[src/common/rx_pkg.sv]
package rx_pkg;

    // sample and phase widths
    localparam int SAMPLE_DW = 16;
    localparam int PHASE_DW  = 16;

    // sine table, one full period
    localparam int TABLE_LEN   = 16;
    localparam int TABLE_AW    = $clog2(TABLE_LEN);
    localparam int TABLE_SHIFT = 14; // table amplitude is 2^14

    // cosine is sine advanced by a quarter period
    localparam logic [TABLE_AW-1:0] TABLE_QUARTER = TABLE_AW'(TABLE_LEN / 4);

    localparam logic signed [SAMPLE_DW-1:0] SIN_TABLE [TABLE_LEN] = '{
        16'sd0,
        16'sd6270,
        16'sd11585,
        16'sd15137,
        16'sd16384,
        16'sd15137,
        16'sd11585,
        16'sd6270,
        16'sd0,
        -16'sd6270,
        -16'sd11585,
        -16'sd15137,
        -16'sd16384,
        -16'sd15137,
        -16'sd11585,
        -16'sd6270
    };

    // cic, rate 2
    localparam int CIC_ORDER = 3;
    localparam int CIC_SHIFT = 3;                    // gain 2^3
    localparam int CIC_DW    = SAMPLE_DW + CIC_ORDER; // one bit growth per stage

    // sync sequence, bit 0 is the oldest sample
    localparam int                  SYNC_LEN    = 16;
    localparam int                  SYNC_CNT_DW = $clog2(SYNC_LEN + 1);
    localparam logic [SYNC_LEN-1:0] SYNC_SEQ    = 16'h35e4;
    localparam int                  CORR_DW     = 21;

    // frame layout
    localparam int SYMBOL_LEN        = 16;
    localparam int SAMP_CNT_DW       = $clog2(SYMBOL_LEN);
    localparam int SYMBOLS_PER_FRAME = 4;
    localparam int SYM_IDX_DW        = 2;

    // soft bits
    localparam int LLR_DW    = 8;
    localparam int LLR_SHIFT = 6;
    localparam logic signed [LLR_DW-1:0] LLR_MAX = {1'b0, {(LLR_DW - 1){1'b1}}};
    localparam logic signed [LLR_DW-1:0] LLR_MIN = {1'b1, {(LLR_DW - 1){1'b0}}};

endpackage

[src/common/iq_stream_if.sv]
interface iq_stream_if;

    logic signed [rx_pkg::SAMPLE_DW-1:0]  re;
    logic signed [rx_pkg::SAMPLE_DW-1:0]  im;
    logic                                 valid;   // one sample per high cycle, no ready
    logic        [rx_pkg::SYM_IDX_DW-1:0] sym_idx;
    logic                                 last;    // end of symbol

    modport src (
        output re, im, valid, sym_idx, last
    );

    modport snk (
        input re, im, valid, sym_idx, last
    );

endinterface

[src/sync/frame_aligner.sv]
module frame_aligner (
    input  logic     clk_i,
    input  logic     reset_ni,
    iq_stream_if.snk in,
    input  logic     peak_i,
    iq_stream_if.src out
);

    typedef enum logic {
        ST_IDLE,
        ST_BUSY
    } state_t;

    state_t                           state_q;
    logic [rx_pkg::SAMP_CNT_DW-1:0]   samp_cnt_q; // sample within symbol
    logic [rx_pkg::SYM_IDX_DW-1:0]    sym_cnt_q;  // symbol within frame
    logic                             take;
    logic                             sym_end;
    logic                             frame_end;

    assign take      = (state_q == ST_BUSY) && in.valid;
    assign sym_end   = (samp_cnt_q == rx_pkg::SAMP_CNT_DW'(rx_pkg::SYMBOL_LEN - 1));
    assign frame_end = sym_end
                       && (sym_cnt_q == rx_pkg::SYM_IDX_DW'(rx_pkg::SYMBOLS_PER_FRAME - 1));

    always_ff @(posedge clk_i) begin
        if (!reset_ni) begin
            state_q    <= ST_IDLE;
            samp_cnt_q <= '0;
            sym_cnt_q  <= '0;
            out.valid  <= 1'b0;
            out.last   <= 1'b0;
        end else begin
            out.valid <= take;
            out.last  <= take && sym_end;
            case (state_q)
                ST_IDLE: begin
                    if (peak_i) begin
                        state_q <= ST_BUSY;
                    end
                end
                ST_BUSY: begin // peaks ignored here
                    if (in.valid) begin
                        samp_cnt_q <= samp_cnt_q + 1'b1;
                        if (sym_end) begin
                            samp_cnt_q <= '0;
                            sym_cnt_q  <= sym_cnt_q + 1'b1;
                        end
                        if (frame_end) begin
                            sym_cnt_q <= '0;
                            state_q   <= ST_IDLE;
                        end
                    end
                end
                default: state_q <= ST_IDLE;
            endcase
        end
    end

    always_ff @(posedge clk_i) begin
        if (take) begin
            out.re      <= in.re;
            out.im      <= in.im;
            out.sym_idx <= sym_cnt_q;
        end
    end

endmodule

[src/flat_wrapper.sv]
// flat-port wrapper written by rule: the top's interface ports become plain ports
module frame_aligner_flat 
  (clk_i, reset_ni, peak_i, in_re, in_im, in_valid, in_sym_idx, in_last, out_re, out_im, out_valid, out_sym_idx, out_last);
  iq_stream_if in_i ();
  iq_stream_if out_i ();
  input  logic clk_i;
  input  logic reset_ni;
  input  logic peak_i;
  input wire logic [$bits(in_i.re)-1:0] in_re;
  input wire logic [$bits(in_i.im)-1:0] in_im;
  input wire logic [$bits(in_i.valid)-1:0] in_valid;
  input wire logic [$bits(in_i.sym_idx)-1:0] in_sym_idx;
  input wire logic [$bits(in_i.last)-1:0] in_last;
  output wire logic [$bits(out_i.re)-1:0] out_re;
  output wire logic [$bits(out_i.im)-1:0] out_im;
  output wire logic [$bits(out_i.valid)-1:0] out_valid;
  output wire logic [$bits(out_i.sym_idx)-1:0] out_sym_idx;
  output wire logic [$bits(out_i.last)-1:0] out_last;
  assign in_i.re = in_re;
  assign in_i.im = in_im;
  assign in_i.valid = in_valid;
  assign in_i.sym_idx = in_sym_idx;
  assign in_i.last = in_last;
  assign out_re = out_i.re;
  assign out_im = out_i.im;
  assign out_valid = out_i.valid;
  assign out_sym_idx = out_i.sym_idx;
  assign out_last = out_i.last;
  frame_aligner u_core (.clk_i(clk_i), .reset_ni(reset_ni), .in(in_i), .peak_i(peak_i), .out(out_i));
endmodule
[config.mk]
export PLATFORM = sky130hd
export DESIGN_NAME = frame_aligner_flat
export DESIGN_NICKNAME = d
export VERILOG_FILES = /design/src/common/rx_pkg.sv /design/src/common/iq_stream_if.sv /design/src/sync/frame_aligner.sv /design/src/flat_wrapper.sv
export SDC_FILE = /design/constraint.sdc
export NUM_CORES = 1
export LEC_CHECK = 0
export BUFFER_PORTS_ARGS = -buffer_cell sky130_fd_sc_hd__buf_2
export CELL_PAD_IN_SITES_DETAIL_PLACEMENT = 0
export CELL_PAD_IN_SITES_GLOBAL_PLACEMENT = 1
export CORE_ASPECT_RATIO = 0.75
export CORE_MARGIN = 2
export CORE_UTILIZATION = 34
export DETAILED_ROUTE_END_ITERATION = 7
export GPL_TIMING_DRIVEN = 0
export PLACE_DENSITY = 0.79
export SYNTH_ARGS = -nofsm -noshare
export SYNTH_HDL_FRONTEND = slang
export SYNTH_SLANG_ARGS = --single-unit
export TNS_END_PERCENT = 20
[constraint.sdc]
create_clock -name clk_i -period 2.1 [get_ports clk_i]
set_input_delay 0.315 -clock clk_i [delete_from_list [all_inputs] [get_ports clk_i]]
set_output_delay 0.315 -clock clk_i [all_outputs]
set_load 0.05 [all_outputs]
==> results of run 1 <==
cells in the final DEF (no fill, tap or decap):
cell type	n
dfxtp_1	9
and3_2	1
and2_1	2
or4_1	1
a21oi_1	2
bufinv_16	2
o21ai_0	3
a21boi_1	1
edfxtp_1	34
clkbuf_1	2
nand3_1	2
nand4b_1	1
xnor2_1	1
nand3_2	1
mux2i_1	1
xor2_1	1
nand2_1	5
ha_1	2
o211ai_1	1
nor2_1	1
clkbuf_8	5
nor3b_1	1
a21boi_0	1
buf_2	71
inv_1	1
where the power goes:
| group | switching (mW) | total [mW] | leakage (nW) | internal (mW) |
|---|---|---|---|---|
| logic | 0.120 | 0.163 | 0.350 | 0.0431 |
| registers | 0.0102 | 0.962 | 0.387 | 0.952 |
| clock network | 0.257 | 0.731 | 0.0654 | 0.475 |
| total | 0.387 | 1.86 | 0.802 | 1.47 |
layout make-up:
| class | instances | area share (%) |
|---|---|---|
| Multi-Input combinational cell | 28 | 9.55 |
| Buffer | 1 | 0.192 |
| Clock inverter | 2 | 3.08 |
| Timing Repair Buffer | 71 | 18.2 |
| Sequential cell | 43 | 61.5 |
| Inverter | 1 | 0.192 |
| Tap cell | 55 | 3.53 |
| Clock buffer | 6 | 3.72 |
per-layer routing:
metal  track usage, %  share of wire (%)
met5                0                  0
met4             5.26               0.99
met3             4.73                9.5
met2             18.1                 49
met1             11.5                 40
cells by family (layout without fill, tap and decap cells):
kind of cell / after synthesis / after routing / share of synthesized area (%)
fa+ha+maj: 2 / 2 / 1.79
simple gates: 15 / 15 / 6.19
flops: 43 / 43 / 86.1
buf+inv: 2 / 81 / 0.538
compound gates: 8 / 8 / 3.41
mux: 1 / 1 / 0.718
xor+xnor: 2 / 2 / 1.26
worst max-delay path, cell delays in order (launching register included):
cell     delay [ns]
dfxtp_1        0.43
nand2_1        0.13
inv_1          0.89
sequential cells by signal (all words and copies together) (netlist names):
register	cells
u_core.state_q	1
u_core.out.valid	1
u_core.out.last	1
u_core.out.im	16
u_core.samp_cnt_q	4
u_core.sym_cnt_q	2
u_core.out.re	16
u_core.out.sym_idx	2
through the flow:
stage               hold slack (ns)  setup WS, ns  power [mW]  std cells
floorplan                     0.414         0.535        1.08         73
global placement              0.455         0.256        1.14        199
detailed placement            0.461         0.214        1.15        199
CTS                           0.188         0.215        1.88        207
global route                  0.178        0.0710        1.93        207
finish                        0.200         0.250        1.86        207
path summary, 6_finish.rpt:
check,from,end,slack [ns],cells after the start
worst max-delay path,u_core.state_q$_SDFF_PN0_,u_core.out.im[13]$_DFFE_PP_,0.25,2
worst min register to register,u_core.sym_cnt_q[1]$_SDFFE_PN0P_,u_core.out.sym_idx[1]$_DFFE_PP_,0.48,0
worst max register to register,u_core.state_q$_SDFF_PN0_,u_core.out.im[13]$_DFFE_PP_,0.25,2
worst min-delay path,in_im[8],u_core.out.im[8]$_DFFE_PP_,0.20,1
==> flow_summary.yaml, run 1 <==
run_status:
  status: "completed"
cts:
  htreeDepth: 2
  root_buffer: "clkbuf_8"
  cts_buffer_depth: 2
  clk_latency_ns: 0.28
  post-cts-setup-buffer-count: 0
  cts_hold_buf: 0
  cts_sinks: 43
  clk_pin_slew_ns: 0.08
  cts_buffers: 5
  cts_tree: "yes"
  postCtsResizedCells: 0
synth:
  post_synth_main_area_contributors: "edfxtp_1, dfxtp_1, ha_1, nand2_1, o21ai_0"
  ys_async_sr_fraction_pct: 0
  yosysWarnings: 0
  ys_types: 22
  synthCells: 73
  yosysMostFrequentCell: "edfxtp_1"
  synth_top_cell_by_area: "edfxtp_1"
  ys_seq_area_share_pct: 86.1
  synth_area_per_cell_um2: 19.1
  synth-edff-count: 34
  synth_ff_type: "edfxtp_1"
  synth_top_area_share_pct: 73.2
  ys_top_cells_by_count: "edfxtp_1, dfxtp_1, nand2_1, o21ai_0"
  syn-cell-area_um2: 1400
  mappedNetlistNets: 114
  ys_seq_elements: 43
route:
  firstDrtPassIters: 4
  first_iter_violations: 45
  vias_per_cell: 4.28
  vias: 885
  drt-wirelength-per-cell_um: 12.2
  wirelength_um: 2530
  drc_errors: 0
  postRouteAntennaNets: 0
critical_path:
  worstSetupPathType: "reg2reg"
  worst_ep_required_time_ns: 2.00
  cp_max_fo: 34
  arrival_ns: 1.75
  critPathLaunchType: "flip-flop"
  worstSetupEndpointType: "flip-flop"
layout:
  final_area_um2: 1950
  syn2layout_area_growth_pct: 39.9
  nNetsFinal: 192
  drive_gt1_share_pct: 52.6
  final_util_pct: 48.8
  register_area_um2: 1200
  num-fill-cells: 362
  multi_input_area_um2: 186
  diodes: 0
placement:
  io_buffer_count: 71
  gp_congestion: 0.755
  hpwl_um: 1940
  dpl_cell_area_um2: 1820
floorplanning:
  io_pins: 75
  core-area_um2: 4000
  die_w_um: 78.0
  dieArea_um2: 4640
  initial_core_util_pct: 34.8
  num_rows: 20
  die_h_um: 59.5
timing:
  setup_viol: 0
  max_freq_mhz: 540
  period_share_pct: 88.1
  worst_pin_slew_ns: 1.22
  hold_viol_final: 0
  period_minus_slack_ns: 1.85
  relSlewSlack_pct: 18.8
  rsz0062_at_grt: "no"
  finClkSkew_ns: 0.00335
  slew_viol_final: 0
  fin_setup_tns_ns: 0
power_and_ir_drop:
  cellPowerDensity_nw_per_um2: 951
  leakage_nw: 0.802
  ir_drop_v: 0.000488
global_route:
  antenna_found_initial: 0
  grt_max_degree: 35
  track_usage_pct: 10.6
  overflow: 0
  grt_pass1_vias: 771
  grt_pass1_wl_um: 3590
min_path:
  min_path_type: "in2reg"
run:
  drv_cap: 0
No activity file was read; power rests on OpenSTA's default activity.
==> run 2: changes to the inputs <==
--- a/config.mk
+++ b/config.mk
@@ -5,6 +5,7 @@
 export SDC_FILE = /design/constraint.sdc
 export NUM_CORES = 1
 export LEC_CHECK = 0
+export ABC_AREA = 1
 export BUFFER_PORTS_ARGS = -buffer_cell sky130_fd_sc_hd__buf_2
 export CELL_PAD_IN_SITES_DETAIL_PLACEMENT = 0
 export CELL_PAD_IN_SITES_GLOBAL_PLACEMENT = 1
@@ -13,7 +14,7 @@
 export CORE_UTILIZATION = 34
 export DETAILED_ROUTE_END_ITERATION = 7
 export GPL_TIMING_DRIVEN = 0
-export PLACE_DENSITY = 0.79
+export PLACE_DENSITY = 0.8
 export SYNTH_ARGS = -nofsm -noshare
 export SYNTH_HDL_FRONTEND = slang
 export SYNTH_SLANG_ARGS = --single-unit
==> run 2 against run 1 <==
- first-iteration DRC count down 24%
- fmax grew 27%
- global-route usage increased by 1.2 points
==> flow_summary.yaml, run 2 <==
run_status:
  status: "completed"
critical_path:
  worstSetupEndpointType: "flip-flop"
  startpoint: "u_core.state_q$_SDFF_PN0_"
  cp_max_fo: 27
  worst_ep_required_time_ns: 2.09
  crit_path_end: "u_core.out.im[15]$_DFFE_PP_"
  r2r.worst_path.cells: 3
  critPathLaunchType: "flip-flop"
  r2r_slack_ns: 0.65
  r2r_start: "u_core.state_q$_SDFF_PN0_"
  arrival_ns: 1.44
  worstSetupPathType: "reg2reg"
  r2r-end: "u_core.out.im[15]$_DFFE_PP_"
synth:
  ys_seq_elements: 43
  ys_async_sr_fraction_pct: 0
  synth_top_cell_by_area: "edfxtp_1"
  synth_ff_type: "edfxtp_1"
  synthCells: 88
  mappedNetlistNets: 129
  post_synth_main_area_contributors: "edfxtp_1, dfxtp_1, nand2_1, nor2_1, inv_1"
  ys_seq_area_share_pct: 83.8
  ys_top_cells_by_count: "edfxtp_1, nand2_1, nor2_1, dfxtp_1, inv_1"
  syn-cell-area_um2: 1430
  yosysMostFrequentCell: "edfxtp_1"
  synth-edff-count: 34
  synth_area_per_cell_um2: 16.3
  yosysWarnings: 0
  ys_types: 15
  synth_top_area_share_pct: 71.3
timing:
  fin_setup_tns_ns: 0
  finClkSkew_ns: 0.00240
  relSlewSlack_pct: 68.4
  rsz0062_at_grt: "no"
  slew_viol_final: 0
  hold_viol_final: 0
  setup_ws_ns: 0.648
  setup_viol: 0
  worst_pin_slew_ns: 0.474
  max_freq_mhz: 689
  period_share_pct: 69.1
  hold_slack_ns: 0.203
  period_minus_slack_ns: 1.45
cts:
  cts_hold_buf: 0
  root_buffer: "clkbuf_8"
  clk_latency_ns: 0.28
  cts_buffer_depth: 2
  postCtsResizedCells: 0
  cts_tree: "yes"
  cts_sinks: 43
  post-cts-setup-buffer-count: 0
  clk_pin_slew_ns: 0.08
  htreeDepth: 2
  cts_buffers: 5
power_and_ir_drop:
  p_comb_share_pct: 10.9
  leakage_nw: 0.872
  seq_power_share_pct: 59.0
  switchingPower_mw: 0.396
  cellPowerDensity_nw_per_um2: 827
  p_int_mw: 1.23
  ir_drop_v: 0.000310
  total_power_mw: 1.63
  netSwitchingFraction_pct: 24.3
  p_clk_share_pct: 30.1
run:
  drv_cap: 0
route:
  drt-wirelength-per-cell_um: 12.4
  vias: 975
  postRouteAntennaNets: 0
  drc_errors: 0
  firstDrtPassIters: 4
  vias_per_cell: 4.37
  first_iter_violations: 34
  wirelength_um: 2760
layout:
  syn2layout_area_growth_pct: 37.5
  drive_gt1_share_pct: 50.0
  final_cell_mix: "buf_2, edfxtp_1, nand2_1"
  nNetsFinal: 208
  num-fill-cells: 369
  mostFrequentLayoutCell: "buf_2"
  diodes: 0
  reg.largest.list: "u_core.out.im: 16 flops, u_core.out.re: 16 flops, u_core.samp_cnt_q: 4 flops"
floorplanning:
  die_w_um: 79.0
  io_pins: 75
  initial_core_util_pct: 35.3
  num_rows: 20
  die_h_um: 60.2
  core-area_um2: 4050
  dieArea_um2: 4750
global_route:
  grt_pass1_vias: 908
  overflow: 0
  grt_pass1_wl_um: 4040
  antenna_found_initial: 0
  grt_max_degree: 37
  track_usage_pct: 11.8
placement:
  io_buffer_count: 71
  preCtsSetupSlack_ns: 0.117
  gp_congestion: 0.644
  hpwl_um: 2100
min_path:
  min_path_type: "in2reg"
run 2: cell types whose count changed in the layout (fill, tap and decap cells not counted), sizes merged, moves of 3 or more:
cell / previous run / this run
nor2: 1 / 13
nand3: 3 / 6
inv: 1 / 8
nand2: 5 / 13
run 2: cell type report:
cell class / instances / area [um^2] / area share [%]
clock inverter: 2 / 12.5 / 0.635
timing repair buffer: 72 / 383 / 19.4
inverter: 8 / 30.0 / 1.52
multi-input combinational: 37 / 201 / 10.2
sequential: 43 / 1200 / 61.0
tap: 55 / 68.8 / 3.49
clock buffer: 6 / 72.6 / 3.68
run 2: kinds of logic after synthesis:
kind of cell / count (synthesis) / share of synthesized area, %
flops: 43 / 83.8
simple gates: 32 / 11.1
buf+inv: 8 / 2.10
fa+ha+maj: 2 / 1.75
compound gates: 3 / 1.22
run 2: worst min path at each step:
stage	cells after the start	end	from
after global placement	0	u_core.out.sym_idx[1]$_DFFE_PP_	u_core.sym_cnt_q[1]$_SDFFE_PN0P_
after detailed placement	0	u_core.out.sym_idx[1]$_DFFE_PP_	u_core.sym_cnt_q[1]$_SDFFE_PN0P_
after CTS	1	u_core.out.re[4]$_DFFE_PP_	in_re[4]
after global routing	1	u_core.out.re[10]$_DFFE_PP_	in_re[10]
final	1	u_core.out.re[4]$_DFFE_PP_	in_re[4]
after floorplan	0	u_core.out.im[0]$_DFFE_PP_	in_im[0]
run 2: per-stage QoR:
step / area [um^2] / utilization, % / std cells
floorplan: 1430 / - / 88
global placement: 1860 / 45.8 / 214
detailed placement: 1860 / 45.8 / 214
CTS: 1940 / 47.9 / 222
global route: 1970 / 48.6 / 223
finish: 1970 / 48.6 / 223
run 2: metal layers:
metal	vias up	track usage, %	wire [um]
li1	465	-	-
met1	445	14.1	1120
met2	60	19.0	1250
met3	5	3.93	346
met4	0	6.90	47
met5	-	0	0
run 2: worst max-delay path, stage by stage (launching register included):
cell and delay, ns:
dfxtp_1 0.41, nand2_4 0.12, inv_1 0.38, buf_16 0.24
run 2: power groups by stage:
stage	registers, mW	logic [mW]	clock network (mW)
floorplan	1.07	0.0239	0
global placement	0.980	0.168	0
detailed placement	0.981	0.173	0
CTS	0.962	0.173	0.508
global route	0.963	0.189	0.537
finish	0.960	0.178	0.490
